===== src/source/simt_pkg.sv =====
// Widths, opcodes, the instruction word and the stage types of the warp front end
// Imported by every block of the front end and by the testbench
package simt_pkg;

    // ########################################
    // Sizes
    // ########################################

    // Threads in one warp
    localparam int unsigned warp_width = 8;
    localparam int unsigned pc_width = 8;
    // One program word per PC value
    localparam int unsigned prog_depth = 256;
    // Deepest nesting the programs may reach
    localparam int unsigned stack_depth = 8;
    localparam int unsigned stack_ptr_width = $clog2(stack_depth);
    localparam int unsigned lane_id_width = $clog2(warp_width);

    typedef logic [pc_width-1:0] pc_t;
    typedef logic [warp_width-1:0] act_mask_t;
    typedef logic [lane_id_width-1:0] lane_id_t;
    typedef logic [stack_ptr_width-1:0] stack_ptr_t;

    // ########################################
    // Instruction encoding
    // ########################################

    typedef enum logic [3:0] {
        OP_NOP  = 4'h0,
        OP_BRA  = 4'h1,
        OP_HALT = 4'hf
    } opcode_e;

    // Per-lane branch conditions
    typedef enum logic [1:0] {
        COND_LANE_LT  = 2'd0,  // lane number below threshold
        COND_LANE_BIT = 2'd1,  // bit sel of lane number set
        COND_ALWAYS   = 2'd2,
        COND_NEVER    = 2'd3
    } cond_e;

    // Plain view, tag only labels the trace
    typedef struct packed {
        opcode_e     opcode;
        logic [19:0] unused;
        logic [7:0]  tag;
    } plain_instr_t;

    // Branch view, same opcode field position
    typedef struct packed {
        opcode_e    opcode;
        cond_e      cond;
        lane_id_t   threshold;
        logic [1:0] sel;
        logic [4:0] spare;
        pc_t        target_pc;
        pc_t        reconv_pc;
    } branch_instr_t;

    typedef union packed {
        plain_instr_t  plain;
        branch_instr_t branch;
    } instr_u;

    // ########################################
    // Stage results
    // ########################################

    // Decoder to stack
    typedef struct packed {
        logic is_branch;
        logic is_halt;
        pc_t  pc;
        // PC+1 for plain words, reconvergence PC for branches
        pc_t  next_or_reconv_pc;
    } decode_t;

    // Branch unit to stack
    typedef struct packed {
        act_mask_t branching_mask;
        pc_t       taken_pc;
        pc_t       inactive_pc;
    } bru_result_t;

    // Issue trace entry
    typedef struct packed {
        pc_t       pc;
        act_mask_t act_mask;
        instr_u    instr;
    } issue_t;

endpackage


===== src/source/warp_decoder.sv =====
`timescale 1ns/1ps
// Decode stage of the warp front end
// Registers the fetched word, decodes it and forwards branches to the branch unit
module warp_decoder import simt_pkg::*; (
    input  logic      clk_i,
    input  logic      rst_i,
    // From fetch
    input  logic      word_valid_i,
    input  instr_u    word_i,
    input  pc_t       word_pc_i,
    input  act_mask_t word_mask_i,
    // To stack
    output logic      decoded_valid_o,
    output decode_t   decode_o,
    // Issue trace
    output logic      issue_valid_o,
    output issue_t    issue_o,
    // To branch unit
    output logic      br_valid_o,
    output instr_u    br_word_o,
    output act_mask_t br_mask_o
);
    logic      valid_q;
    instr_u    word_q;
    pc_t       pc_q;
    act_mask_t mask_q;
    logic      is_branch;
    logic      is_halt;

    // ########################################
    // Word register
    // ########################################

    always_ff @(posedge clk_i) begin
        if (rst_i) begin
            valid_q <= 1'b0;
        end else begin
            valid_q <= word_valid_i;
        end
    end

    // Word, PC and mask of the fetched instruction
    always_ff @(posedge clk_i) begin
        if (word_valid_i) begin
            word_q <= word_i;
            pc_q   <= word_pc_i;
            mask_q <= word_mask_i;
        end
    end

    // ########################################
    // Decode
    // ########################################

    // Opcode read through the plain view
    assign is_branch = (word_q.plain.opcode == OP_BRA);
    assign is_halt   = (word_q.plain.opcode == OP_HALT);

    always_comb begin
        // Flags hold only while the word is valid
        decode_o.is_branch = valid_q && is_branch;
        decode_o.is_halt   = valid_q && is_halt;
        decode_o.pc        = pc_q;
        // Branch view gives reconvergence point
        if (is_branch) begin
            decode_o.next_or_reconv_pc = word_q.branch.reconv_pc;
        end else begin
            decode_o.next_or_reconv_pc = pc_q + pc_t'(1);
        end
    end

    assign decoded_valid_o = valid_q;

    // One trace event per decoded word
    assign issue_valid_o     = valid_q;
    assign issue_o.pc        = pc_q;
    assign issue_o.act_mask  = mask_q;
    assign issue_o.instr     = word_q;

    // Branch words go on to the branch unit
    assign br_valid_o = valid_q && is_branch;
    assign br_word_o  = word_q;
    assign br_mask_o  = mask_q;

endmodule


===== config.mk =====
export PLATFORM = sky130hd
export DESIGN_NAME = warp_decoder
export DESIGN_NICKNAME = d
export VERILOG_FILES = /design/src/source/simt_pkg.sv /design/src/source/warp_decoder.sv
export SDC_FILE = /design/constraint.sdc
export NUM_CORES = 1
export LEC_CHECK = 0
export ABC_AREA = 1
export BUFFER_PORTS_ARGS = -buffer_cell sky130_fd_sc_hd__buf_2
export CAP_MARGIN = 25
export CORE_ASPECT_RATIO = 1.1
export CORE_MARGIN = 2
export CORE_UTILIZATION = 30
export DETAILED_ROUTE_END_ITERATION = 16
export PLACE_DENSITY = 0.59
export SLEW_MARGIN = 30
export SYNTH_ARGS = -nofsm -noshare
export SYNTH_HDL_FRONTEND = slang
export SYNTH_SLANG_ARGS = --single-unit

===== constraint.sdc =====
create_clock -name clk_i -period 1.77 [get_ports clk_i]
set_input_delay 0.0885 -clock clk_i [delete_from_list [all_inputs] [get_ports clk_i]]
set_output_delay 0.0885 -clock clk_i [all_outputs]
set_load 0.03 [all_outputs]

---- Yosys cells after proc, flatten, opt, wreduce, memory -nomap -nowiden ----
Cells that the tools add are included.
storage, ports and cells
  input port bits ......................... 51
  register bits ........................... 49
  output and inout bits ................... 109
operators by class
  eq/ne operators ......................... 2
  mux-type cells .......................... 1
  reductions and logical operators ........ 2
  add/subtract/negate cells ............... 1
operators by type and width
  kind                   number
  $add A8 B1 Y8 const B  1
  $mux W8                1
  $eq A4 B1 Y1 const B   1
  $eq A4 B4 Y1 const B   1
  $logic_and A1 B1 Y1    2

---- Longest topological paths before layout ----
Gate-level depths: netlist of run 1.
  depth in word-level cells ............... 2
  mapped depth ............................ 6

---- Worst setup path before layout of run 1 ----
No wires, ideal clock.
  path type ............................... flip-flop to output port
  start ................................... reg word_q, in the netlist br_word_o[29]
  end ..................................... out decode_o[17] (netlist bit)
  stages on the path, launching flop included .. 6
  required time ........................... 1.681 ns
  arrival ................................. 1.730 ns
  slack ................................... -0.048 ns
  path through ............................ edfxtp_1 > nor2_4 > nand3_4 > buf_6 > nor2_1 > buf_4
between the ends
  cells in the longest elaborated chain, start to end .. 2
RTL lines
  item                    RTL line            RTL
  from (decl)             warp_decoder.sv:24  instr_u word_q;
  from (signal assigned)  warp_decoder.sv:45  word_q <= word_i;
  $eq A4 B1 Y1            warp_decoder.sv:56  assign is_branch = (word_q.plain.opcode == OP_BRA);
  $logic_and A1 B1 Y1     n/a
  to (decl)               warp_decoder.sv:14  output decode_t decode_o,
Every way passes these cells.

==> flow_summary.toml, run 1 <==
[clock_network]
numCtsBuffers = 5
clockBufferDepth = 2
htree_num_levels = 2
tritoncts = "done"
clk_pin_slew_worst_paths_ns = 0.08
cts_sinks = 49
cts_root_buf = "clkbuf_8"

[global_route]
overflow = 0
antenna_found_initial = 0
grt_pass1_wl_um = 7680
grt.total_usage = 0.125
grt_pass1_vias = 1687
grt_start_max_net_pins = 28

[final_layout]
fin_nets = 378
diodes = 0
drive_gt1_frac = 0.546
fill_cells = 670
syn_to_final_growth_pct = 54.1
stdcell_area_um2 = 3300

[worst_setup_path]
setup.worst_path.end_class = "primary output"
crit_path_cell_trace = "ha_2 -> nand2_1 -> inv_1 -> o21ai_0 -> o21a_1 -> clkbuf_4"
worstSetupStartpointType = "flip-flop"
path_max_fanout = 4
path_class = "flip-flop to primary output"
crit_required_ns = 1.68
crit_arrival_ns = 1.55
slowest_delay_ns = 0.44
cp_slowest_cell = "edfxtp_1"

[synth]
synthesis.nets = 209
syn_inst = 157
yosys-top-cells-area = "edfxtp_1 (67%), buf_4 (18%), nand2_1 (2.6%), nand3_1 (1.9%), inv_1 (1.8%)"
syn_area_um2 = 2140
post-synth-top-area-cell = "edfxtp_1"
ys_ff_latch = 49
yosysWarnings = 0
synth_top_area_frac = 0.673
seq_area_frac_synth = 0.683
synth.avg_cell_area_um2 = 13.6
yosysUniqueCellTypes = 17

[route]
routed_via_density = 4.13
wirelength_um = 5020
drt_iter0_markers = 40
wire_per_inst_um = 12.2
drtAntennaViolNets = 0
vias = 1697
drcViolationCount = 0
drtPass1Iterations = 2

[sta]
rsz0062_at_grt = "true"
fmax_ghz = 0.610
hold_violations = 0
whs_ns = 0.298
worst_pin_slew_ns = 0.333
drv_slew = 0
relSlewSlack = 0.778
finalSetupViolCount = 0
setup_ws_ns = 0.130
min_period_ns = 1.64
finalCritPeriodShare = 0.927
fin_tns_setup_ns = 0

[floorplan]
coreArea_um2 = 6970
die_x_um = 84.5
start_util = 0.307
rows = 32
die-area_um2 = 7830
die-height_um = 92.6
ios = 160

[power]
ir_drop_uv = 506
power_leakage_nw = 1.55
power.density_nw_per_um2 = 920

[run_status]
outcome = "finished clean"

[place]
placed_cell_area_um2 = 2670
dp_hpwl_um = 3590
place_ws_ns = 0.344
routabilityCongestion = 0.821
port_buffers = 159

[worst_hold_path]
hold_path.class = "input port to flip-flop"

[run]
drv_cap = 0
state kept, by name (all words and copies together) (netlist names):
| signal | count |
|---|---|
| decoded_valid_o | 1 |
| pc_q | 8 |
| br_word_o | 32 |
| br_mask_o | 8 |
cell usage after synthesis:
| cell type | number |
|---|---|
| a21oi_2 | 2 |
| buf_4 | 50 |
| buf_6 | 1 |
| dfxtp_1 | 1 |
| edfxtp_1 | 48 |
| ha_1 | 1 |
| inv_1 | 10 |
| nand2_1 | 15 |
| nand3_1 | 8 |
| nand3_4 | 1 |
| nand4_1 | 4 |
| nor2_1 | 8 |
| nor2_4 | 1 |
| o21a_1 | 1 |
| o21ai_0 | 1 |
| o21ai_1 | 2 |
| o21bai_1 | 3 |
metrics by stage:
| stage | util | cells | total power, mW |
|---|---|---|---|
| floorplan | - | 157 | 2.06 |
| global placement | 0.384 | 352 | 2.21 |
| detailed placement | 0.384 | 352 | 2.22 |
| CTS | 0.469 | 408 | 3.07 |
| global route | 0.473 | 411 | 3.17 |
| finish | 0.473 | 411 | 3.04 |
metal layers:
metal / GRT usage / wire, um
met1: 0.132 / 1870
met2: 0.239 / 2730
met3: 0.0312 / 377
met4: 0.0423 / 41
met5: 0 / 0
cell families (layout without fill, tap and decap cells):
family	after synthesis	in the layout	synth area share
buf+inv	61	230	0.198
flops	49	49	0.683
simple gates	37	37	0.0842
compound gates	9	9	0.0292
fa+ha+maj	1	1	0.00584
cell type report:
type | count | area [um^2] | area share
sequential | 49 | 1460 | 0.443
timing repair buffer | 213 | 1330 | 0.402
multi-input combinational | 47 | 263 | 0.0797
tap | 85 | 106 | 0.0322
clock buffer | 5 | 68.8 | 0.0209
inverter | 10 | 37.5 | 0.0114
clock inverter | 2 | 35.0 | 0.0106
power breakdown:
group	internal (mW)	switching (mW)	total, mW	leakage (nW)
sequential	1.38	0.0627	1.44	0.478
combinational	0.278	0.566	0.844	1.01
clock	0.411	0.341	0.752	0.0540
total	2.07	0.970	3.04	1.55
path summary, 6_finish.rpt:
path | start | end | cells after the start
max | pc_q[0]$_DFFE_PP_ | decode_o[2] | 6
min | word_valid_i | decoded_valid_o$_SDFF_PP0_ | 4
worst max-delay path: cells and delay by family (launching register included):
family                     cells  cell delay (ns)
DFF                            1             0.44
AOI/OAI and AO/OA              2             0.29
buffers and inverters          2             0.24
adders and majority gates      1             0.22
and+or+nand+nor                1             0.08
cell usage in the layout, fill, tap and decap left out, types with 2 or more instances in the layout:
cell type	netlist	layout
buf_4	50	5
a21oi_2	2	2
dlygate4sd3_1	0	49
nand2_1	15	15
o21bai_1	3	3
buf_2	0	158
nand3_1	8	8
nor2_1	8	6
nand4_1	4	4
clkbuf_8	0	5
edfxtp_1	48	48
o21ai_1	2	2
inv_1	10	10
nor2_2	0	2
what timing repair did:
action                                  CTS  global route
gates resized for setup                   0             3
setup buffers                             0             3
hold buffers                             49             0
endpoints found under the setup margin    0             6
hold endpoints to repair                 49             0
No activity file was read; power rests on OpenSTA's default activity.
==> run 2: changes to the inputs <==
Settings changed: ABC_AREA 1 to not set.
==> run 2 against run 1 <==
The flow now finishes with violations (setup timing). Cell area is 2.3% higher. Sequential share of layout area is 0.99 points lower. Power is 1.7% higher. Hold slack better by 0.014 ns.
==> flow_summary.toml, run 2 <==
[worst_setup_path]
crit_required_ns = 1.68
path_max_fanout = 6
crit_buf_inv = 1
worstSetupStartpointType = "flip-flop"
crit_arrival_ns = 1.77
cp_slowest_cell = "or4b_4"
setup.worst_path.end_class = "primary output"
crit_path_cell_trace = "or4b_4 -> o211ai_1 -> nand3_1 -> buf_6"
crit_family = "simple AND/OR/NAND/NOR gates"
slowest_delay_ns = 0.62
path_class = "flip-flop to primary output"

[run]
drv_cap = 0

[route]
vias = 1675
drt_iter0_markers = 51
routed_via_density = 4.20
drtAntennaViolNets = 0
wire_per_inst_um = 12.9
wirelength_um = 5150
drcViolationCount = 0
drtPass1Iterations = 4

[place]
dp_hpwl_um = 3520
routabilityCongestion = 0.785
place_ws_ns = 0.114
placed_cell_area_um2 = 2630
port_buffers = 159

[clock_network]
clockBufferDepth = 2
numCtsBuffers = 5
tritoncts = "done"
htree_num_levels = 2
cts_root_buf = "clkbuf_8"
clk_pin_slew_worst_paths_ns = 0.08
cts_sinks = 49

[synth]
synth.avg_cell_area_um2 = 14.8
syn_area_um2 = 2080
yosysMostFrequentCell = "buf_4"
synthTopCellsByCount = "buf_4 (50), edfxtp_1 (48), nand2_1 (12), nand3_1 (7)"
ys_ff_latch = 49
synthFlopType = "edfxtp_1"
synth-edff-count = 48
seq_area_frac_synth = 0.702
synthesis.nets = 193
synth_top_area_frac = 0.692
yosysUniqueCellTypes = 19
yosysWarnings = 0
yosys-top-cells-area = "edfxtp_1 (69%), buf_4 (18%), nand2_1 (2.2%), nand3_1 (1.7%), o211ai_1 (1.1%)"
post-synth-top-area-cell = "edfxtp_1"
syn_inst = 141
async_reset_ff_frac = 0

[final_layout]
mostFrequentLayoutCell = "buf_2"
largest_reg_flops = 32
stdcell_area_um2 = 3370
finish.utilization = 0.506
diodes = 0
drive_gt1_frac = 0.584
fill_cells = 607
fin_nets = 368
syn_to_final_growth_pct = 62.0
regArea_um2 = 1460
multi_input_area_um2 = 272
final_cell_mix = "buf_2 (151), dlygate4sd3_1 (49), edfxtp_1 (48)"

[floorplan]
die_x_um = 83.4
die-area_um2 = 7620
die-height_um = 91.4
rows = 31
ios = 160
start_util = 0.312
coreArea_um2 = 6670

[worst_hold_path]
min_to = "br_word_o[16]$_DFFE_PP_"
hp-start = "word_valid_i"
hold_path.class = "input port to flip-flop"
holdPathStages = 2

[run_status]
violations = "setup timing"
outcome = "complete, but fails checks"

[sta]
setup_ws_ns = -0.0874
finalCritPeriodShare = 1.05
min_period_ns = 1.86
fmax_ghz = 0.538
rsz0062_at_grt = "true"
finalSetupViolCount = 4
fin_tns_setup_ns = -0.275
relSlewSlack = 0.770
drv_slew = 0
hold_violations = 0
worst_pin_slew_ns = 0.345

[power]
power.density_nw_per_um2 = 915
power_leakage_nw = 1.53
ir_drop_uv = 455

[global_route]
grt_pass1_wl_um = 7870
overflow = 0
antenna_found_initial = 0
grt_pass1_vias = 1598
grt_start_max_net_pins = 28
grt.total_usage = 0.131
run 2: worst max-delay path by stage:
| stage | cells past startpoint | to | startpoint | slack [ns] |
|---|---|---|---|---|
| 3_5_place_dp | 4 | decode_o[7] | br_word_o[29]$_DFFE_PP_ | 0.11 |
| 2_1_floorplan | 3 | decode_o[2] | pc_q[0]$_DFFE_PP_ | -0.01 |
| 6_report | 4 | decode_o[6] | br_word_o[30]$_DFFE_PP_ | -0.09 |
| 3_3_place_gp | 5 | decode_o[6] | br_word_o[28]$_DFFE_PP_ | 0.15 |
| 4_1_cts | 4 | decode_o[7] | br_word_o[30]$_DFFE_PP_ | -0.1 |
| 5_1_grt | 5 | decode_o[6] | pc_q[1]$_DFFE_PP_ | -0.20 |
run 2: layout make-up:
cell class                 count  share of cell area
sequential                    49               0.433
tap                           82              0.0304
timing repair buffer         220               0.424
multi-input combinational     40              0.0805
clock inverter                 2              0.0100
clock buffer                   6              0.0215
run 2: kinds of logic after synthesis:
group	count (synthesis)	synth area share
fa+ha+maj	1	0.00601
flops	49	0.702
compound gates	7	0.0204
buf+inv	52	0.185
xor+xnor	3	0.0126
simple gates	29	0.0739
run 2: repair_timing:
action                                  CTS  global route
pin swaps                                 6             0
endpoints found under the hold margin    49             0
setup buffers                             5             4
gates cloned                              0             0
hold buffers                             49             0
gates resized for setup                  12            13
endpoints found under the setup margin    6             9
run 2: per-layer routing:
metal,vias up,global-route usage,part of all wire
li1,802,-,-
met1,765,0.149,0.37
met2,101,0.237,0.53
met3,7,0.0382,0.087
met4,0,0.0430,0.015
met5,-,0,0
run 2: through the flow:
| stage | instances | power, mW | hold WS, ns |
|---|---|---|---|
| 2_1_floorplan | 141 | 2.05 | 0.160 |
| 3_5_place_dp | 334 | 2.21 | 0.256 |
| 5_1_grt | 399 | 3.23 | 0.311 |
| 4_1_cts | 395 | 3.10 | 0.304 |
| 6_report | 399 | 3.09 | 0.313 |
| 3_3_place_gp | 334 | 2.21 | 0.256 |
run 2: power by group:
part | internal, mW | leakage, nW | switching (mW)
logic | 0.315 | 1.00 | 0.570
registers | 1.38 | 0.478 | 0.0646
clock network | 0.417 | 0.0528 | 0.344
total | 2.11 | 1.53 | 0.978
