[src/source/simt_pkg.sv]
// Widths, opcodes, the instruction word and the stage types of the warp front end
// Imported by every block of the front end and by the testbench
package simt_pkg;

    // ########################################
    // Sizes
    // ########################################

    // Threads in one warp
    localparam int unsigned warp_width = 8;
    localparam int unsigned pc_width = 8;
    // One program word per PC value
    localparam int unsigned prog_depth = 256;
    // Deepest nesting the programs may reach
    localparam int unsigned stack_depth = 8;
    localparam int unsigned stack_ptr_width = $clog2(stack_depth);
    localparam int unsigned lane_id_width = $clog2(warp_width);

    typedef logic [pc_width-1:0] pc_t;
    typedef logic [warp_width-1:0] act_mask_t;
    typedef logic [lane_id_width-1:0] lane_id_t;
    typedef logic [stack_ptr_width-1:0] stack_ptr_t;

    // ########################################
    // Instruction encoding
    // ########################################

    typedef enum logic [3:0] {
        OP_NOP  = 4'h0,
        OP_BRA  = 4'h1,
        OP_HALT = 4'hf
    } opcode_e;

    // Per-lane branch conditions
    typedef enum logic [1:0] {
        COND_LANE_LT  = 2'd0,  // lane number below threshold
        COND_LANE_BIT = 2'd1,  // bit sel of lane number set
        COND_ALWAYS   = 2'd2,
        COND_NEVER    = 2'd3
    } cond_e;

    // Plain view, tag only labels the trace
    typedef struct packed {
        opcode_e     opcode;
        logic [19:0] unused;
        logic [7:0]  tag;
    } plain_instr_t;

    // Branch view, same opcode field position
    typedef struct packed {
        opcode_e    opcode;
        cond_e      cond;
        lane_id_t   threshold;
        logic [1:0] sel;
        logic [4:0] spare;
        pc_t        target_pc;
        pc_t        reconv_pc;
    } branch_instr_t;

    typedef union packed {
        plain_instr_t  plain;
        branch_instr_t branch;
    } instr_u;

    // ########################################
    // Stage results
    // ########################################

    // Decoder to stack
    typedef struct packed {
        logic is_branch;
        logic is_halt;
        pc_t  pc;
        // PC+1 for plain words, reconvergence PC for branches
        pc_t  next_or_reconv_pc;
    } decode_t;

    // Branch unit to stack
    typedef struct packed {
        act_mask_t branching_mask;
        pc_t       taken_pc;
        pc_t       inactive_pc;
    } bru_result_t;

    // Issue trace entry
    typedef struct packed {
        pc_t       pc;
        act_mask_t act_mask;
        instr_u    instr;
    } issue_t;

endpackage

[src/source/reconvergence_stack.sv]
`timescale 1ns/1ps
// Reconvergence stack of one warp
// Tracks divergent paths and hands the top entry's PC and mask to fetch
module reconvergence_stack import simt_pkg::*; (
    input  logic        clk_i,
    input  logic        rst_i,
    // Start of a run
    input  logic        init_i,
    // Fetch handshake
    input  logic        fetch_select_i,
    output logic        ready_for_fetch_o,
    output pc_t         fetch_pc_o,
    output act_mask_t   fetch_mask_o,
    // From decoder
    input  logic        decoded_valid_i,
    input  decode_t     decode_i,
    // From branch unit
    input  logic        bru_valid_i,
    input  bru_result_t bru_i
);
    // One path of execution
    typedef struct packed {
        pc_t       pc;
        act_mask_t act_mask;
        // Pop point of this path
        pc_t       reconv_pc;
    } stack_entry_t;

    stack_entry_t stack_q [stack_depth];
    stack_entry_t stack_d [stack_depth];
    stack_ptr_t   ptr_q;
    stack_ptr_t   ptr_d;
    stack_ptr_t   ptr_plus1;
    stack_ptr_t   ptr_plus2;
    logic         ready_q;
    logic         ready_d;
    pc_t          reconv_pc_q;
    pc_t          reconv_pc_d;
    stack_entry_t top;
    logic         at_reconv;
    act_mask_t    not_taken_mask;

    // ########################################
    // Top entry helpers
    // ########################################

    assign top       = stack_q[ptr_q];
    assign ptr_plus1 = ptr_q + stack_ptr_t'(1);
    assign ptr_plus2 = ptr_q + stack_ptr_t'(2);

    // Bottom entry never pops
    assign at_reconv = (ptr_q != '0) && (decode_i.next_or_reconv_pc == top.reconv_pc);

    // Active lanes that fall through
    assign not_taken_mask = top.act_mask & ~bru_i.branching_mask;

    // ########################################
    // Next state
    // ########################################

    always_comb begin
        stack_d     = stack_q;
        ptr_d       = ptr_q;
        ready_d     = ready_q;
        reconv_pc_d = reconv_pc_q;

        if (init_i) begin
            // All lanes start at PC 0
            ptr_d                = '0;
            stack_d[0].pc        = '0;
            stack_d[0].act_mask  = '1;
            stack_d[0].reconv_pc = '0;
            ready_d              = 1'b1;
        end else begin
            if (fetch_select_i) begin
                ready_d = 1'b0;
            end

            if (decoded_valid_i) begin
                if (decode_i.is_branch) begin
                    // Hold R until the branch unit answers
                    reconv_pc_d = decode_i.next_or_reconv_pc;
                end else begin
                    if (at_reconv) begin
                        ptr_d = ptr_q - stack_ptr_t'(1);
                    end else begin
                        stack_d[ptr_q].pc = decode_i.next_or_reconv_pc;
                    end
                    // HALT also lands here and fetch ignores its ready
                    ready_d = 1'b1;
                end
            end

            if (bru_valid_i) begin
                if (bru_i.branching_mask == '0) begin
                    // No lane taken
                    stack_d[ptr_q].pc = bru_i.inactive_pc;
                end else if (bru_i.branching_mask == top.act_mask) begin
                    // Every active lane taken
                    stack_d[ptr_q].pc = bru_i.taken_pc;
                end else begin
                    // Parent entry waits at R
                    stack_d[ptr_q].pc = reconv_pc_q;
                    // Not-taken path runs second
                    stack_d[ptr_plus1].pc        = bru_i.inactive_pc;
                    stack_d[ptr_plus1].act_mask  = not_taken_mask;
                    stack_d[ptr_plus1].reconv_pc = reconv_pc_q;
                    // Taken path on top runs first
                    stack_d[ptr_plus2].pc        = bru_i.taken_pc;
                    stack_d[ptr_plus2].act_mask  = bru_i.branching_mask;
                    stack_d[ptr_plus2].reconv_pc = reconv_pc_q;
                    ptr_d = ptr_plus2;
                end
                ready_d = 1'b1;
            end
        end
    end

    // ########################################
    // Registers
    // ########################################

    always_ff @(posedge clk_i) begin
        if (rst_i) begin
            ready_q <= 1'b0;
            ptr_q   <= '0;
        end else begin
            ready_q <= ready_d;
            ptr_q   <= ptr_d;
        end
    end

    // Entry storage and the held reconvergence PC
    always_ff @(posedge clk_i) begin
        stack_q     <= stack_d;
        reconv_pc_q <= reconv_pc_d;
    end

    assign ready_for_fetch_o = ready_q;
    assign fetch_pc_o        = top.pc;
    assign fetch_mask_o      = top.act_mask;

endmodule

[config.mk]
export PLATFORM = sky130hd
export DESIGN_NAME = reconvergence_stack
export DESIGN_NICKNAME = d
export VERILOG_FILES = /design/src/source/simt_pkg.sv /design/src/source/reconvergence_stack.sv
export SDC_FILE = /design/constraint.sdc
export NUM_CORES = 1
export LEC_CHECK = 0
export BUFFER_PORTS_ARGS = -buffer_cell sky130_fd_sc_hd__buf_2
export CORE_AREA = 2 2 156 158
export CTS_CLUSTER_SIZE = 24
export DETAILED_ROUTE_END_ITERATION = 7
export DIE_AREA = 0 0 158 160
export HOLD_SLACK_MARGIN = 0.1
export MAX_ROUTING_LAYER = met4
export PLACE_DENSITY = 0.8
export SLEW_MARGIN = 25
export SYNTH_ARGS = -nofsm -noshare
export SYNTH_HDL_FRONTEND = slang
export SYNTH_SLANG_ARGS = --single-unit
export TNS_END_PERCENT = 100
[constraint.sdc]
create_clock -name clk_i -period 7.1 [get_ports clk_i]
set_input_delay 0.71 -clock clk_i [delete_from_list [all_inputs] [get_ports clk_i]]
set_output_delay 0.71 -clock clk_i [all_outputs]
set_load 0.005 [all_outputs]
# Word-level counts from Yosys, hierarchy flattened

Index checks and enable logic that the tools add are counted.

$add $sub $neg: 3
$lt $le $gt $ge: 6
Eq/ne operators: 2
Multiplexer cells: 45
Bitwise operators: 6
Reductions and logical operators: 8

Operators with widths:

| kind                                                        | number |
|---|---|
| bitwise mux 192 bit                                         | 10 |
| 2-to-1 mux 192 bit                                          | 7 |
| demux 24 bit (select 3 bit)                                 | 7 |
| 2-to-1 mux 24 bit                                           | 5 |
| binary-select mux 24 bit (select 3 bit)                     | 1 |
| 2-to-1 mux 16 bit                                           | 2 |
| 2-to-1 mux 3 bit                                            | 6 |
| equality test 8 bit                                         | 2 |
| 2-to-1 mux 8 bit                                            | 2 |
| >= comparator 4 bit (second input constant)                 | 3 |
| less-than comparator 4 x 1 -> 1 bit (second input constant) | 3 |
| NOT 3 -> 4 bit                                              | 3 |
| bitwise AND 8 bit                                           | 1 |
| logical NOT 8 bit                                           | 1 |
| NOT 8 bit                                                   | 1 |
| 2-to-1 mux 1 bit                                            | 5 |
| logical AND 1 bit                                           | 4 |
| adder 3 x 1 -> 3 bit (second input constant)                | 1 |
| adder 3 x 2 -> 3 bit (second input constant)                | 1 |
| AND reduction 3 bit                                         | 1 |
| nonzero test 3 bit                                          | 1 |
| subtractor 3 x 1 -> 3 bit (second input constant)           | 1 |
| OR reduction 2 bit                                          | 1 |
| NOT 1 bit                                                   | 1 |

Register bits: 204
Input bits: 48
Output and inout bits: 17
Logic and storage cells: 97

# Longest topological paths before layout

Depth in word-level cells: 20
Gate-level depth with buffers: 20
Gate-level depth less buffers: 11

# Least setup slack after synthesis

OpenSTA, ideal clock, no wires.

Kind: register to register
Start point: register, netlist name ptr_q[0]
End point: register stack_q[72] (netlist name) (enable)
Library setup time: 0.389 ns
Data arrival time: 4.828 ns
Data required time: 6.711 ns
Path slack: 1.883 ns
Stages on the path, launching flop included: 18
Path buffers: 8
Clock period less this slack: 5.217 ns
Cells stage by stage: dfxtp_1 -> buf_2 -> buf_2 -> clkbuf_1 -> clkbuf_1 -> clkbuf_1 -> buf_2 -> mux4_2 -> nand2_1 -> nand2_1 -> ha_1 -> and4_1 -> clkbuf_1 -> nand2_1 -> and3_1 -> clkbuf_1 -> o21ai_1 -> nor2_1

RTL lines:

| what                 | RTL line                   | text |
|---|---|---|
| to (signal assigned) | reconvergence_stack.sv:135 | `stack_q <= stack_d;` |
| to (decl)            | reconvergence_stack.sv:29  | `stack_entry_t stack_q [stack_depth];` |

==> run_summary.xml <==
<?xml version="1.0" encoding="UTF-8"?>
<metrics>
  <group name="status">
    <metric name="status" unit="">finished, violations left</metric>
    <metric name="violations_in_the_final_reports" unit="">DRC</metric>
  </group>
  <group name="timing">
    <metric name="worstMarginPinSlew" unit="ns">1.14</metric>
    <metric name="rsz_0062_raised_after_global_routing" unit="">no</metric>
    <metric name="timing.final.crit_share" unit="">0.754</metric>
    <metric name="max_freq" unit="MHz">187</metric>
    <metric name="report.final.hold_viol_count" unit="">0</metric>
    <metric name="finalClockSkew" unit="ns">0.0267</metric>
    <metric name="max_slew_margin" unit="">0.237</metric>
    <metric name="final_setup_vio_count" unit="">0</metric>
    <metric name="setup_tns" unit="ns">0</metric>
    <metric name="timing_max_transition_violations_final" unit="">0</metric>
    <metric name="min_period" unit="ns">5.35</metric>
  </group>
  <group name="place">
    <metric name="port_buffers" unit="">55</metric>
    <metric name="detailed_place_hpwl" unit="microns">30400</metric>
    <metric name="gp_congestion" unit="">0.948</metric>
    <metric name="placed_cells_incl_taps" unit="">1896</metric>
  </group>
  <group name="yosys">
    <metric name="synthCells" unit="">1651</metric>
    <metric name="yosysWarnings" unit="">0</metric>
    <metric name="syn_area" unit="sq um">14600</metric>
    <metric name="dominantRegCellSynth" unit="">sky130_fd_sc_hd__edfxtp_1</metric>
    <metric name="netlist-cell-type-count" unit="">53</metric>
    <metric name="ys_async_sr_fraction" unit="">0</metric>
    <metric name="yosys.area.top_type" unit="">sky130_fd_sc_hd__edfxtp_1</metric>
    <metric name="synth-edff-count" unit="">176</metric>
    <metric name="post_synth.cell_area_avg" unit="sq um">8.82</metric>
    <metric name="synth.net_count" unit="">1714</metric>
    <metric name="postSynthRegisterBits" unit="">204</metric>
    <metric name="ys_seq_area_frac" unit="">0.401</metric>
    <metric name="synth_area_leaders" unit="">sky130_fd_sc_hd__edfxtp_1 (36%), sky130_fd_sc_hd__nand2_1 (8.6%), sky130_fd_sc_hd__o21ai_0 (6.7%)</metric>
    <metric name="synth.top_cell.area_share" unit="">0.363</metric>
  </group>
  <group name="cts">
    <metric name="number_of_clock_buffers_inserted_by_tritoncts" unit="">23</metric>
    <metric name="cts.clk_slew.worst_paths" unit="ns">0.06</metric>
    <metric name="cts_root_buf" unit="">sky130_fd_sc_hd__clkbuf_16</metric>
    <metric name="clock_insertion_delay_worst_skew" unit="ns">0.56</metric>
    <metric name="cts_num_sinks" unit="">204</metric>
    <metric name="max-clock-path-buffers" unit="">3</metric>
    <metric name="cts_hold_buffers" unit="">0</metric>
    <metric name="postCtsSetupBuffers" unit="">0</metric>
    <metric name="ctsResizeCount" unit="">0</metric>
    <metric name="tritoncts" unit="">done</metric>
    <metric name="clock_tree.htree_level_count" unit="">1</metric>
  </group>
  <group name="worst_setup_path">
    <metric name="worst-r2r-cell-count" unit="">10</metric>
    <metric name="worst_r2r_endpoint" unit="">stack_q[99]</metric>
    <metric name="worst_path_largest_cell_delay" unit="ns">0.80</metric>
    <metric name="worst_path_most_repeated_cell" unit="">sky130_fd_sc_hd__nand2_1</metric>
    <metric name="ws_path_type" unit="">reg2reg</metric>
    <metric name="setup_slack_of_the_most_critical_reg_to_reg_path" unit="ns">1.75</metric>
    <metric name="crit-reg2reg-launch" unit="">ptr_q[0]</metric>
    <metric name="cp_cell_sequence" unit="">mux4_2, nand2_1, nand2_1, ha_1, and4_1, nand2_1, and3_1, o21ai_1, nor2_1, buf_4</metric>
    <metric name="crit_start" unit="">ptr_q[0]</metric>
    <metric name="timing.critical_path.required" unit="ns">7.33</metric>
    <metric name="worst-endpoint-arrival" unit="ns">5.58</metric>
    <metric name="timing.critical_path.slowest_stage_cell" unit="">sky130_fd_sc_hd__nor2_1</metric>
    <metric name="path_max_fanout" unit="">45</metric>
    <metric name="setup.worst_path.end_class" unit="">register</metric>
    <metric name="critPathLaunchType" unit="">register</metric>
  </group>
  <group name="global_routing">
    <metric name="grt-busiest-layer" unit="">met2</metric>
    <metric name="groute.usage.overall" unit="">0.408</metric>
    <metric name="grtUsageMet1" unit="">0.543</metric>
    <metric name="grt_first_pass_wirelength" unit="microns">76400</metric>
    <metric name="antenna_violations_before_repair" unit="">2</metric>
    <metric name="pin_count_of_the_biggest_net_entering_global_routing" unit="">115</metric>
    <metric name="grt_util_met2" unit="">0.570</metric>
    <metric name="global_route_total_overflow" unit="">0</metric>
    <metric name="groute.layer.met3.usage" unit="">0.113</metric>
    <metric name="grt_pass1_vias" unit="">13300</metric>
  </group>
  <group name="route">
    <metric name="vias_per_cell" unit="">7.25</metric>
    <metric name="ant_nets" unit="">0</metric>
    <metric name="total_wirelength" unit="microns">50300</metric>
    <metric name="drt_iter0_markers" unit="">2288</metric>
    <metric name="post-route-drc-count" unit="">3</metric>
    <metric name="drt-wirelength-per-cell" unit="microns">25.9</metric>
    <metric name="num_vias" unit="">14100</metric>
    <metric name="first_pass_iters" unit="">8</metric>
  </group>
  <group name="die">
    <metric name="placeableCoreArea" unit="sq um">23800</metric>
    <metric name="die_area" unit="sq um">25300</metric>
    <metric name="die-height" unit="microns">160</metric>
    <metric name="floorplan.rows" unit="">57</metric>
    <metric name="floorplan.io_pins" unit="">65</metric>
    <metric name="die-width" unit="microns">158</metric>
    <metric name="start_util" unit="">0.611</metric>
  </group>
  <group name="pwr">
    <metric name="vdd_drop_max" unit="V">0.000175</metric>
    <metric name="power.static_leakage" unit="nW">5.62</metric>
    <metric name="powerDensity" unit="nW/um^2">192</metric>
  </group>
  <group name="min_path">
    <metric name="worst_hold_path.num_cells" unit="">2</metric>
    <metric name="min_delay_worst_endpoint" unit="">ptr_q[1]</metric>
    <metric name="startpoint_of_the_most_critical_hold_path" unit="">rst_i</metric>
    <metric name="worst_hold_path_type" unit="">in2reg</metric>
  </group>
  <group name="job">
    <metric name="drv_cap" unit="">0</metric>
  </group>
  <group name="final_layout">
    <metric name="flow.area_growth_from_synthesis" unit="%">6.96</metric>
    <metric name="layout-drive-gt1-share" unit="">0.117</metric>
    <metric name="layout.cells.non_filler" unit="">1940</metric>
    <metric name="num-nets-final" unit="">1660</metric>
    <metric name="layout.core_utilization" unit="">0.654</metric>
  </group>
</metrics>
==> sequential cells by signal (all words and copies together) (netlist names) <==
register,cells
stack_q,192
reconv_pc_q,8
ptr_q,3
ready_for_fetch_o,1
==> per-layer routing <==
layer,up-vias,part of all wire
li1,5953,-
met4,0,0.065
met5,-,0
met1,6496,0.35
met2,1308,0.43
met3,316,0.16
==> critical path, delay by kind of cell (launching register included) <==
family	cells	cell delay, ns
AOI/OAI and AO/OA	1	0.40
and+or+nand+nor	6	2.53
DFF	1	0.79
muxes	1	0.61
adders and majority gates	1	0.32
buffers and inverters	1	0.35
==> synthesized netlist by cell type (2+ instances only) <==
cell	instances
sky130_fd_sc_hd__edfxtp_1	176
sky130_fd_sc_hd__mux4_2	38
sky130_fd_sc_hd__nand4_1	2
sky130_fd_sc_hd__a21boi_0	29
sky130_fd_sc_hd__a22o_1	35
sky130_fd_sc_hd__nand3_1	11
sky130_fd_sc_hd__and2_1	86
sky130_fd_sc_hd__nor3_1	7
sky130_fd_sc_hd__o21a_1	5
sky130_fd_sc_hd__or4_1	2
sky130_fd_sc_hd__inv_1	12
sky130_fd_sc_hd__a31oi_2	8
sky130_fd_sc_hd__ha_1	15
sky130_fd_sc_hd__clkinv_1	2
sky130_fd_sc_hd__nand2_1	332
sky130_fd_sc_hd__xor2_1	2
sky130_fd_sc_hd__a21oi_1	152
sky130_fd_sc_hd__buf_6	3
sky130_fd_sc_hd__o211ai_1	8
sky130_fd_sc_hd__o22ai_1	67
sky130_fd_sc_hd__and4_1	2
sky130_fd_sc_hd__nand2b_1	6
sky130_fd_sc_hd__mux2i_1	77
sky130_fd_sc_hd__buf_2	8
sky130_fd_sc_hd__o21ai_0	195
sky130_fd_sc_hd__nor4_1	2
sky130_fd_sc_hd__dfxtp_1	28
sky130_fd_sc_hd__o22a_1	4
sky130_fd_sc_hd__xnor2_1	6
sky130_fd_sc_hd__o21ai_1	5
sky130_fd_sc_hd__clkbuf_1	126
sky130_fd_sc_hd__a22oi_1	16
sky130_fd_sc_hd__a21o_1	14
sky130_fd_sc_hd__nor2b_1	10
sky130_fd_sc_hd__nor2_1	45
sky130_fd_sc_hd__buf_1	25
sky130_fd_sc_hd__mux4_1	7
sky130_fd_sc_hd__and3_1	51
sky130_fd_sc_hd__o311ai_0	9
sky130_fd_sc_hd__a31oi_1	10
==> how the worst max path moves through the flow <==
stage	cells after the start	slack, ns	to
2_1_floorplan	17	1.88	stack_q[72]
3_5_place_dp	10	1.92	stack_q[100]
3_3_place_gp	10	2.15	stack_q[103]
5_1_grt	10	1.67	stack_q[97]
6_report	10	1.75	stack_q[99]
4_1_cts	10	1.94	stack_q[97]
==> report_power, final <==
group	internal [mW]	switching, mW
clock network	0.647	0.539
logic	0.147	0.263
registers	1.35	0.0411
==> cell type report <==
| cell class | instances | area, sq um |
|---|---|---|
| diodes | 2 | 5.00 |
| clock buffers | 26 | 597 |
| clock inverters | 16 | 124 |
| fillers | 1918 | 8240 |
| inverters | 14 | 52.6 |
| multi-input cells | 1268 | 8030 |
| flip-flops and latches | 204 | 5850 |
| well taps | 324 | 405 |
| repair buffers | 86 | 512 |
==> kinds of logic (layout without fill, tap and decap cells) <==
group                    after synthesis  in the layout  synth area share
other                                  0              2                 0
adder cells (fa/ha/maj)               15             15            0.0129
AND/OR/NAND/NOR                      561            561             0.177
multiplexers                         123            123             0.125
flip-flops                           204            204             0.401
AO/OA/AOI/OAI                        561            561             0.229
XOR/XNOR                               8              8           0.00481
buffers and inverters                179            142            0.0498
==> through the flow <==
| stage | worst slack (ns) | hold slack [ns] | area (sq um) | total power, mW |
|---|---|---|---|---|
| floorplan | 1.88 | 0.432 | 14600 | 1.67 |
| global placement | 2.15 | 0.439 | 14800 | 1.79 |
| detailed placement | 1.92 | 0.446 | 14800 | 1.80 |
| CTS | 1.94 | 0.383 | 15600 | 2.96 |
| global route | 1.67 | 0.386 | 15600 | 3.05 |
| finish | 1.75 | 0.385 | 15600 | 2.98 |
==> layout by cell type, fill, tap and decap left out, types with 29 or more instances in the layout <==
cell / synthesis / layout
sky130_fd_sc_hd__mux2i_1: 77 / 77
sky130_fd_sc_hd__o21ai_0: 195 / 195
sky130_fd_sc_hd__nand2_1: 332 / 332
sky130_fd_sc_hd__buf_4: 1 / 30
sky130_fd_sc_hd__and2_1: 86 / 85
sky130_fd_sc_hd__nor2_1: 45 / 43
sky130_fd_sc_hd__buf_2: 8 / 55
sky130_fd_sc_hd__and3_1: 51 / 51
sky130_fd_sc_hd__edfxtp_1: 176 / 176
sky130_fd_sc_hd__mux4_2: 38 / 38
sky130_fd_sc_hd__a21boi_0: 29 / 29
sky130_fd_sc_hd__a21oi_1: 152 / 152
sky130_fd_sc_hd__a22o_1: 35 / 35
sky130_fd_sc_hd__o22ai_1: 67 / 67
No activity file was read; power rests on OpenSTA's default activity.
