--- src/source/simt_pkg.sv ---
// Widths, opcodes, the instruction word and the stage types of the warp front end
// Imported by every block of the front end and by the testbench
package simt_pkg;

    // ########################################
    // Sizes
    // ########################################

    // Threads in one warp
    localparam int unsigned warp_width = 8;
    localparam int unsigned pc_width = 8;
    // One program word per PC value
    localparam int unsigned prog_depth = 256;
    // Deepest nesting the programs may reach
    localparam int unsigned stack_depth = 8;
    localparam int unsigned stack_ptr_width = $clog2(stack_depth);
    localparam int unsigned lane_id_width = $clog2(warp_width);

    typedef logic [pc_width-1:0] pc_t;
    typedef logic [warp_width-1:0] act_mask_t;
    typedef logic [lane_id_width-1:0] lane_id_t;
    typedef logic [stack_ptr_width-1:0] stack_ptr_t;

    // ########################################
    // Instruction encoding
    // ########################################

    typedef enum logic [3:0] {
        OP_NOP  = 4'h0,
        OP_BRA  = 4'h1,
        OP_HALT = 4'hf
    } opcode_e;

    // Per-lane branch conditions
    typedef enum logic [1:0] {
        COND_LANE_LT  = 2'd0,  // lane number below threshold
        COND_LANE_BIT = 2'd1,  // bit sel of lane number set
        COND_ALWAYS   = 2'd2,
        COND_NEVER    = 2'd3
    } cond_e;

    // Plain view, tag only labels the trace
    typedef struct packed {
        opcode_e     opcode;
        logic [19:0] unused;
        logic [7:0]  tag;
    } plain_instr_t;

    // Branch view, same opcode field position
    typedef struct packed {
        opcode_e    opcode;
        cond_e      cond;
        lane_id_t   threshold;
        logic [1:0] sel;
        logic [4:0] spare;
        pc_t        target_pc;
        pc_t        reconv_pc;
    } branch_instr_t;

    typedef union packed {
        plain_instr_t  plain;
        branch_instr_t branch;
    } instr_u;

    // ########################################
    // Stage results
    // ########################################

    // Decoder to stack
    typedef struct packed {
        logic is_branch;
        logic is_halt;
        pc_t  pc;
        // PC+1 for plain words, reconvergence PC for branches
        pc_t  next_or_reconv_pc;
    } decode_t;

    // Branch unit to stack
    typedef struct packed {
        act_mask_t branching_mask;
        pc_t       taken_pc;
        pc_t       inactive_pc;
    } bru_result_t;

    // Issue trace entry
    typedef struct packed {
        pc_t       pc;
        act_mask_t act_mask;
        instr_u    instr;
    } issue_t;

endpackage

--- src/source/branch_unit.sv ---
`timescale 1ns/1ps
// Per-lane branch evaluation of the warp front end
// Produces the taken mask and both successor PCs one cycle after the branch
module branch_unit import simt_pkg::*; (
    input  logic        clk_i,
    input  logic        rst_i,
    // From decoder
    input  logic        br_valid_i,
    input  instr_u      br_word_i,
    input  act_mask_t   br_mask_i,
    input  pc_t         br_pc_i,
    // To stack
    output logic        bru_valid_o,
    output bru_result_t bru_o
);
    act_mask_t   lane_cond;
    act_mask_t   branching_mask;
    logic        valid_q;
    bru_result_t result_q;

    // ########################################
    // Lane conditions
    // ########################################

    // Condition per lane, taken from the lane number alone
    always_comb begin
        lane_id_t lane;
        lane = '0;
        for (int i = 0; i < warp_width; i++) begin
            lane = lane_id_t'(i);
            case (br_word_i.branch.cond)
                COND_LANE_LT: begin
                    lane_cond[i] = (lane < br_word_i.branch.threshold);
                end
                COND_LANE_BIT: begin
                    // sel beyond the lane width tests nothing
                    lane_cond[i] = |(lane & (lane_id_t'(1) << br_word_i.branch.sel));
                end
                COND_ALWAYS: begin
                    lane_cond[i] = 1'b1;
                end
                default: begin
                    lane_cond[i] = 1'b0;
                end
            endcase
        end
    end

    // Inactive lanes never take the branch
    assign branching_mask = lane_cond & br_mask_i;

    // ########################################
    // Result register
    // ########################################

    always_ff @(posedge clk_i) begin
        if (rst_i) begin
            valid_q <= 1'b0;
        end else begin
            valid_q <= br_valid_i;
        end
    end

    always_ff @(posedge clk_i) begin
        if (br_valid_i) begin
            result_q.branching_mask <= branching_mask;
            result_q.taken_pc       <= br_word_i.branch.target_pc;
            // Fall through to the next word
            result_q.inactive_pc    <= br_pc_i + pc_t'(1);
        end
    end

    assign bru_valid_o = valid_q;
    assign bru_o       = result_q;

endmodule

--- config.mk ---
export PLATFORM = sky130hd
export DESIGN_NAME = branch_unit
export DESIGN_NICKNAME = d
export VERILOG_FILES = /design/src/source/simt_pkg.sv /design/src/source/branch_unit.sv
export SDC_FILE = /design/constraint.sdc
export NUM_CORES = 1
export LEC_CHECK = 0
export ABC_AREA = 1
export BUFFER_PORTS_ARGS = -buffer_cell sky130_fd_sc_hd__buf_2
export CAP_MARGIN = 40
export CORE_ASPECT_RATIO = 0.75
export CORE_MARGIN = 2
export CORE_UTILIZATION = 42
export DETAILED_ROUTE_END_ITERATION = 16
export PLACE_DENSITY = 0.79
export SLEW_MARGIN = 10
export SYNTH_ARGS = -nofsm -noshare
export SYNTH_HDL_FRONTEND = slang
export SYNTH_SLANG_ARGS = --single-unit
--- constraint.sdc ---
create_clock -name clk_i -period 1.1 [get_ports clk_i]
set_input_delay 0 -clock clk_i [delete_from_list [all_inputs] [get_ports clk_i]]
set_output_delay 0 -clock clk_i [all_outputs]
set_load 0.01 [all_outputs]
## Word-level counts from Yosys, hierarchy flattened

Cells that the tools add are included.

- Bitwise operators: 1
- Multiplexer cells: 8
- Eq/ne operators: 2
- Shifts and indexed selects: 1
- Add/subtract/negate cells: 1
- Magnitude comparators: 8
- Reduce and logical (&&, ||, !) cells: 5

Operators with widths:

| cell | number |
|---|---|
| $pmux W1 S3 | 7 |
| $lt A3 B3 Y1 const A | 4 |
| $add A8 B1 Y8 const B | 1 |
| $and A8 B8 Y8 | 1 |
| $lt A1 B3 Y1 const A | 2 |
| $lt A2 B3 Y1 const A | 2 |
| $reduce_or A2 Y1 | 3 |
| $reduce_or A3 Y1 | 1 |
| $shl A1 B2 Y3 const A | 1 |
| $eq A2 B1 Y1 const B | 1 |
| $eq A2 B2 Y1 const B | 1 |
| $logic_not A2 Y1 | 1 |
| $pmux W1 S2 | 1 |

- Register bits after elaboration: 25
- Logic and storage cells: 30
- Output and inout bits: 25

## Logic depth before layout (Yosys ltp)

Gate-level depths: netlist (run 1).

- Depth in word-level cells: 4
- Gate-level depth with buffers: 6
- Gate-level depth less buffers: 6

## Worst setup path after synthesis (run 1)

Ideal clock, no wire load.

- Kind: in2reg
- From: input br_word_i[26] (netlist name)
- To: register result_q, in the netlist bru_o[16] (data pin)
- Arrival: 0.536 ns
- Cell stages on the path: 4
- Setup time: 0.264 ns
- Setup slack: 0.299 ns
- Cells stage by stage: inv_1 -> ha_1 -> a21oi_1 -> a21boi_0

- Cells in the longest elaborated chain, start to end: 3

Ends and longest elaborated chain:

| item | line | RTL |
|---|---|---|
| start, declared | branch_unit.sv:9 | `input instr_u br_word_i,` |
| $eq A2 B2 Y1 / $logic_not A2 Y1 (equally long branches) | branch_unit.sv:31 | `case (br_word_i.branch.cond)` |
| $pmux W1 S2 * | branch_unit.sv:31 |  |
| $and A8 B8 Y8 * | branch_unit.sv:50 | `assign branching_mask = lane_cond & br_mask_i;` |
| named net branching_mask[0] | branch_unit.sv:17 | `act_mask_t branching_mask;` |
| end, declared | branch_unit.sv:19 | `bru_result_t result_q;` |

Mark *: on every way through the listed nets, which the timed path passes. The rest lies on a longest branch.
A chain may end at the register's enable or synchronous reset.

## Worst setup path after layout (run 1)

- From: register result_q, in the netlist bru_o[15]
- To: output bru_o[15] (netlist name)

RTL lines:

| item | line | RTL |
|---|---|---|
| end, declared | branch_unit.sv:14 | `output bru_result_t bru_o` |

No word-level cell between the ends.

==> results of run 1 <==
[area by class of cell]
type | count | share of cell area
Timing Repair Buffer | 67 | 0.226
Tap cell | 36 | 0.0267
Sequential cell | 25 | 0.439
Multi-Input combinational cell | 75 | 0.244
Inverter | 16 | 0.0356
Clock inverter | 1 | 0.00445
Clock buffer | 3 | 0.0245
[cells in the mapped netlist]
cell type / n / area share
inv_1: 16 / 0.050
o21ai_1: 1 / 0.0041
xor2_1: 3 / 0.022
o21ai_0: 2 / 0.0083
ha_1: 10 / 0.10
edfxtp_1: 24 / 0.60
dfxtp_1: 1 / 0.017
nand2_1: 28 / 0.087
a21oi_1: 6 / 0.025
nor2_1: 17 / 0.053
nand3_1: 5 / 0.021
nand2_2: 1 / 0.0052
nand4_1: 1 / 0.0052
a21boi_0: 1 / 0.0062
[flip-flops by register name, indices dropped and copies added, names as in the netlist]
register,count
bru_o,24
bru_valid_o,1
[placed cells by master (no fill, tap or decap), drive strengths merged]
master       instances
a21oi                6
ha                  10
clkbuf               3
edfxtp              24
nand3                5
o21ai                3
xor2                 3
a21boi               1
buf                 58
nand2               29
inv                 16
nand4                1
nor2                17
dlygate4sd3          9
dfxtp                1
clkinvlp             1
[report_power, final]
group | internal, W | switching, W
clock network | 0.000256 | 0.000275
logic | 0.000158 | 0.000191
registers | 0.00113 | 0.0000165
total | 0.00155 | 0.000483
[metrics by stage]
step                instance area (um^2)  instances  hold slack (ns)   util
floorplan                           1210        116           0.0712      -
global placement                    1550        210            0.156  0.576
detailed placement                  1550        210            0.158  0.576
CTS                                 1690        223           0.0156  0.628
global route                        1690        223           0.0280  0.628
finish                              1690        223           0.0180  0.628
[path summary, 6_finish.rpt]
path / endpoint / cells after the start
max: bru_o[15] / 1
min: bru_o[7] / 3
[layer usage]
metal,GRT usage,part of all wire
met5,0,0
met4,0.0510,0
met3,0.0314,0.054
met2,0.300,0.55
met1,0.168,0.40
[cell families after synthesis]
logic type,synth area share
simple gates,0.170
flops,0.612
buf+inv,0.0496
compound gates,0.0434
fa+ha+maj,0.103
xor+xnor,0.0217
==> results.sh, run 1 <==
export IMPL_status="completed"
export IMPL_tritoncts_num_buffers=3
export IMPL_row_count=16
export IMPL_rsz0062_at_grt="false"
export IMPL_fin_crit_sh=0.724
export IMPL_grt_pass1_vias=964
export IMPL_cts_tree="built"
export IMPL_synth_distinct_cells=14
export IMPL_grt_pass1_wl_um=3950
export IMPL_yosysSeqAreaShare=0.612
export IMPL_synth_area_per_cell_um2=10.4
export IMPL_critPathMaxStageDelay_ns=0.38
export IMPL_leakagePower_nw=0.822
export IMPL_synth_cells=116
export IMPL_synth_warnings=0
export IMPL_n_antenna_cell=0
export IMPL_multi_input_area_um2=410
export IMPL_worst_pin_slew_ns=0.528
export IMPL_end_kind="output pin"
export IMPL_gp_congestion=0.835
export IMPL_track_usage=0.155
export IMPL_pre_cts_slack_ns=0.0400
export IMPL_nNetsFinal=249
export IMPL_area_growth_pct=39.2
export IMPL_tns_ns=0
export IMPL_core_area_mm2=0.00268
export IMPL_setup_slack_ns=0.303
export IMPL_path_class="reg2out"
export IMPL_max_freq_mhz=1260
export IMPL_min_from="br_pc_i[7]"
export IMPL_synth_ff_latch_count=25
export IMPL_grt_max_degree=26
export IMPL_critical_path_top_delay_family="flip-flops"
export IMPL_cts_root_buf="clkbuf_8"
export IMPL_register_area_um2=741
export IMPL_cp_required_ns=1.10
export IMPL_syn_cell_area_mm2=0.00121
export IMPL_overflow=0
export IMPL_n_fill_cell=237
export IMPL_cp_max_fo=1
export IMPL_start_util=0.451
export IMPL_crit_arrival_ns=0.80
export IMPL_max_slew_margin=0.648
export IMPL_clkTransAtPathRegs_ns=0.08
export IMPL_slew_violations=0
export IMPL_drc=0
export IMPL_maxCapViolCount=0
export IMPL_cp_num_buf_inv=1
export IMPL_irDropWorstVdd_uv=687
export IMPL_h_tree_depth=1
export IMPL_hp_class="in2reg"
export IMPL_die_w_um=66.0
export IMPL_syn_nets=177
export IMPL_grt_antenna_before_repair=0
export IMPL_drt_initial_drc_count=66
export IMPL_cts_sinks=25
export IMPL_drive_gt1_frac=0.337
export IMPL_critPathSlowestCell="edfxtp_1"
export IMPL_cp_cell_sequence="buf_2"
export IMPL_via_per_inst=4.58
export IMPL_cp_startpoint="bru_o[15]"
export IMPL_avgRoutedWirePerCell_um=11.0
export IMPL_vias=1021
export IMPL_crit_path_start_kind="flip-flop"
export IMPL_hold_viol_final=0
export IMPL_die_h_um=50.5
export IMPL_setup_viol=0
export IMPL_cts_hold_buf=9
export IMPL_cts_buffer_depth=2
export IMPL_p_total_w=0.00203
export IMPL_firstDrtPassIters=4
export IMPL_die_area_mm2=0.00333
export IMPL_p_per_area_mw_per_mm2=1200
export IMPL_fin_crit_ns=0.797
export IMPL_io_pins=76
export IMPL_io_buffer_count=58
export IMPL_dp_final_hpwl_um=1940
export IMPL_ant_nets=0
export IMPL_routed_wl_um=2450
export IMPL_postCtsSetupRepairBufs=0
export IMPL_cts_resized=0
No activity file was read; power rests on OpenSTA's default activity.
==> run 2, diff against run 1 <==
clock period = 0.84 ns   (was 1.1 ns; I/O delays follow)
==> run 2 against run 1 <==
Effect of this change:
- cell area is 3.6% higher
- clock power is 30% higher
- count of clock-buffer cells in the layout stayed put
- cell count is 2.7% higher
- sequential power is 30% higher
- global-route usage is 1.4 points higher
- critical path type unchanged
- largest cell class unchanged
- first-iteration DRC count is 12% lower
- utilization is 2.2 points higher
- die area stayed put
- critical path depth stayed put
- highest routed layer is now met4
- total power is 32% higher
==> results.sh, run 2 (synthesized netlist as in run 1, its figures left out) <==
export IMPL_crit_path_start_kind="flip-flop"
export IMPL_fin_cells=229
export IMPL_cp_num_buf_inv=1
export IMPL_die_area_mm2=0.00333
export IMPL_via_per_inst=4.51
export IMPL_fin_area_mm2=0.00175
export IMPL_grt_pass1_vias=1076
export IMPL_tns_ns=0
export IMPL_drt_initial_drc_count=58
export IMPL_hold_viol_final=0
export IMPL_maxCapViolCount=0
export IMPL_n_antenna_cell=0
export IMPL_hp_class="in2reg"
export IMPL_io_buffer_count=58
export IMPL_die_w_um=66.0
export IMPL_overflow=0
export IMPL_tritoncts_num_buffers=3
export IMPL_area_growth_pct=44.1
export IMPL_mostFrequentLayoutCells="58 x buf_2, 28 x nand2_1, 24 x edfxtp_1"
export IMPL_critPathSlowestCell="edfxtp_1"
export IMPL_grt_pass1_wl_um=4310
export IMPL_cp_max_fo=1
export IMPL_drive_gt1_frac=0.368
export IMPL_gp_congestion=0.923
export IMPL_placed_area_mm2=0.00160
export IMPL_fin_util=0.651
export IMPL_cp_cell_sequence="buf_2"
export IMPL_slew_violations=0
export IMPL_routed_wl_um=2620
export IMPL_die_h_um=50.5
export IMPL_grt_antenna_before_repair=0
export IMPL_crit_arrival_ns=0.81
export IMPL_io_pins=76
export IMPL_path_class="reg2out"
export IMPL_end_kind="output pin"
export IMPL_largest_reg_flops=24
export IMPL_p_total_w=0.00269
export IMPL_setup_viol=0
export IMPL_ant_nets=0
export IMPL_rsz0062_at_grt="true"
export IMPL_cts_tree="built"
export IMPL_track_usage=0.170
export IMPL_dp_cells=216
export IMPL_max_slew_margin=0.846
export IMPL_nNetsFinal=255
export IMPL_drc=0
export IMPL_critical_path_top_delay_family="flip-flops"
export IMPL_status="completed"
export IMPL_cts_sinks=25
export IMPL_fin_crit_sh=0.959
export IMPL_grt_max_degree=26
export IMPL_p_per_area_mw_per_mm2=1540
export IMPL_leakagePower_nw=0.854
export IMPL_fin_crit_ns=0.805
export IMPL_clkTransAtPathRegs_ns=0.08
export IMPL_h_tree_depth=1
export IMPL_worst_pin_slew_ns=0.229
export IMPL_row_count=16
export IMPL_postCtsSetupRepairBufs=0
export IMPL_dp_final_hpwl_um=2100
export IMPL_irDropWorstVdd_uv=1410
export IMPL_cp_required_ns=0.84
export IMPL_avgRoutedWirePerCell_um=11.4
export IMPL_critPathMaxStageDelay_ns=0.39
export IMPL_cts_root_buf="clkbuf_8"
export IMPL_vias=1032
export IMPL_final_common_cell="buf_2"
export IMPL_firstDrtPassIters=4
export IMPL_max_freq_mhz=1240
export IMPL_cts_buffer_depth=2
export IMPL_core_area_mm2=0.00268
export IMPL_start_util=0.451
-- run 2: area by class of cell --
| type | instances | area (um^2) |
|---|---|---|
| clock buffer | 3 | 41.3 |
| clock inverter | 1 | 7.51 |
| fill | 223 | 937 |
| inverter | 16 | 60.1 |
| multi-input combinational | 75 | 413 |
| sequential | 25 | 741 |
| tap | 36 | 45.0 |
| timing repair buffer | 73 | 438 |
-- run 2: path summary, 6_finish.rpt --
| check | cells past startpoint | endpoint | start | slack (ns) |
|---|---|---|---|---|
| setup / recovery | 1 | bru_o[2] | bru_o[2] | 0.03 |
| hold / removal | 3 | bru_o[7] | br_pc_i[7] | 0.02 |
-- run 2: power breakdown --
group	switching, W	total (W)	internal (W)
Sequential	0.0000236	0.00150	0.00148
Clock	0.000355	0.000690	0.000335
Combinational	0.000261	0.000493	0.000232
Total	0.000639	0.00269	0.00205
-- run 2: per-stage QoR --
stage,setup WS (ns),hold slack [ns]
floorplan,0.0395,0.0712
global placement,-0.163,0.155
detailed placement,-0.268,0.159
CTS,0.0117,0.0120
global route,-0.00180,0.0355
finish,0.0347,0.0169
-- run 2: repair_timing --
item,4_1_cts,5_1_grt
gates resized for setup,0,2
setup endpoints to repair,0,6
hold buffers,9,0
hold endpoints to repair,9,0
-- run 2: metal layers --
metal  share of wire  global-route usage  wire (um)  vias to the layer above
met2            0.56               0.337       1480                       39
li1                -                   -          -                      530
met5               0                   0          0                        -
met1            0.38               0.174       1010                      459
met4          0.0073              0.0578         19                        0
met3           0.044              0.0359        114                        4
==> run 3, diff against run 2 <==
==> constraint.sdc (replaced) <==
create_clock -name clk_i -period 0.84 [get_ports clk_i]
set_input_delay 0.168 -clock clk_i [delete_from_list [all_inputs] [get_ports clk_i]]
set_output_delay 0.168 -clock clk_i [all_outputs]
set_load 0.01 [all_outputs]
==> run 3 against run 2 <==
Effect of this change:
- sequential power about the same
- total power up 1.0%
- the flow now finishes with violations (negative setup slack)
- cell area up 0.86%
- critical path type unchanged
- routed wire length up 4.3%
==> results.sh, run 3 (synthesized netlist as in run 1, its figures left out) <==
export IMPL_status="finished with violations"
export IMPL_violations="negative setup slack"
export IMPL_setup_slack_ns=-0.137
export IMPL_cts_root_buf="clkbuf_8"
export IMPL_p_comb_frac=0.189
export IMPL_io_pins=76
export IMPL_die_w_um=66.0
export IMPL_clkTransAtPathRegs_ns=0.08
export IMPL_rsz0062_at_grt="true"
export IMPL_cts_buffer_depth=2
export IMPL_crit_arrival_ns=0.81
export IMPL_drt_initial_drc_count=57
export IMPL_core_area_mm2=0.00268
export IMPL_via_per_inst=4.66
export IMPL_drc=0
export IMPL_postCtsSetupRepairBufs=0
export IMPL_internal_power_w=0.00205
export IMPL_vias=1029
export IMPL_hold_viol_final=0
export IMPL_avgRoutedWirePerCell_um=12.4
export IMPL_p_sw_w=0.000667
export IMPL_final_common_cell="buf_2"
export IMPL_cts_sinks=25
export IMPL_firstDrtPassIters=4
export IMPL_area_growth_pct=45.4
export IMPL_cp_required_ns=0.67
export IMPL_max_freq_mhz=1020
export IMPL_end_kind="output pin"
export IMPL_max_slew_margin=0.863
export IMPL_swShare=0.246
export IMPL_p_total_w=0.00271
export IMPL_crit_path_start_kind="flip-flop"
export IMPL_critPathSlowestCell="edfxtp_1"
export IMPL_cp_max_fo=1
export IMPL_hp_class="in2reg"
export IMPL_critPathMaxStageDelay_ns=0.39
export IMPL_setup_viol=25
export IMPL_fin_crit_ns=0.977
export IMPL_grt_pass1_vias=1041
export IMPL_mostFrequentLayoutCells="56 x buf_2, 26 x nand2_1, 24 x edfxtp_1"
export IMPL_cp_num_buf_inv=1
export IMPL_seqPwrFrac=0.554
export IMPL_path_class="reg2out"
export IMPL_nNetsFinal=247
export IMPL_row_count=16
export IMPL_grt_pass1_wl_um=4320
export IMPL_die_area_mm2=0.00333
export IMPL_cts_tree="built"
export IMPL_die_h_um=50.5
export IMPL_largest_reg_flops=24
export IMPL_start_util=0.451
export IMPL_fin_util=0.656
export IMPL_routed_wl_um=2730
export IMPL_ant_nets=0
export IMPL_overflow=0
export IMPL_dp_final_hpwl_um=2230
export IMPL_clkPwrFrac=0.256
export IMPL_irDropWorstVdd_uv=844
export IMPL_n_antenna_cell=0
export IMPL_grt_max_degree=26
export IMPL_fin_crit_sh=1.16
export IMPL_p_per_area_mw_per_mm2=1540
export IMPL_maxCapViolCount=0
export IMPL_critical_path_top_delay_family="flip-flops"
export IMPL_gp_congestion=0.821
export IMPL_h_tree_depth=1
export IMPL_slew_violations=0
export IMPL_n_fill_cell=226
export IMPL_worst_pin_slew_ns=0.205
export IMPL_track_usage=0.177
export IMPL_io_buffer_count=58
export IMPL_drive_gt1_frac=0.459
export IMPL_leakagePower_nw=0.821
export IMPL_grt_antenna_before_repair=0
export IMPL_tritoncts_num_buffers=3
export IMPL_cp_cell_sequence="buf_2"
==> run 3: power groups by stage <==
stage,Sequential [W],Clock [W],Combinational [W]
3_3_place_gp,0.00153,0,0.000488
6_report,0.00150,0.000696,0.000514
2_1_floorplan,0.00159,0,0.000156
4_1_cts,0.00151,0.000719,0.000516
5_1_grt,0.00152,0.000777,0.000566
3_5_place_dp,0.00153,0,0.000512
==> run 3: path summary, 6_finish.rpt <==
path                  startpoint          end  slack, ns  cells after the start
worst max-delay path   bru_o[23]    bru_o[23]      -0.14                      1
worst min-delay path       rst_i  bru_valid_o       0.04                      2
==> run 3: final cells by class <==
class	instances	area (um^2)	area share
Sequential cell	25	741	0.421
Multi-Input combinational cell	75	485	0.276
Clock inverter	1	7.51	0.00426
Timing Repair Buffer	65	360	0.205
Inverter	16	80.1	0.0455
Clock buffer	3	41.3	0.0235
Tap cell	36	45.0	0.0256
==> run 3: per-layer routing <==
metal  up-vias  GRT usage  share of wire
met5         -          0              0
met4         0     0.0748          0.019
met3         6     0.0538          0.069
met2        44      0.342           0.53
met1       464      0.174           0.38
li1        515          -              -
==> run 3: per-stage QoR <==
step	hold slack (ns)	instances	setup slack (ns)	area [um^2]	setup TNS (ns)
CTS	0.0382	221	-0.136	1760	-2.76
detailed placement	0.329	217	-0.308	1700	-3.00
global route	0.0285	221	-0.179	1760	-3.63
global placement	0.323	217	-0.275	1700	-2.58
finish	0.0439	221	-0.137	1760	-2.49
floorplan	0.239	116	-0.00382	1300	-0.00762
==> run 3: timing repair <==
item                       in CTS  in global routing
setup endpoints to repair      27                 27
resized for setup               2                  2
hold buffers                    0                  0
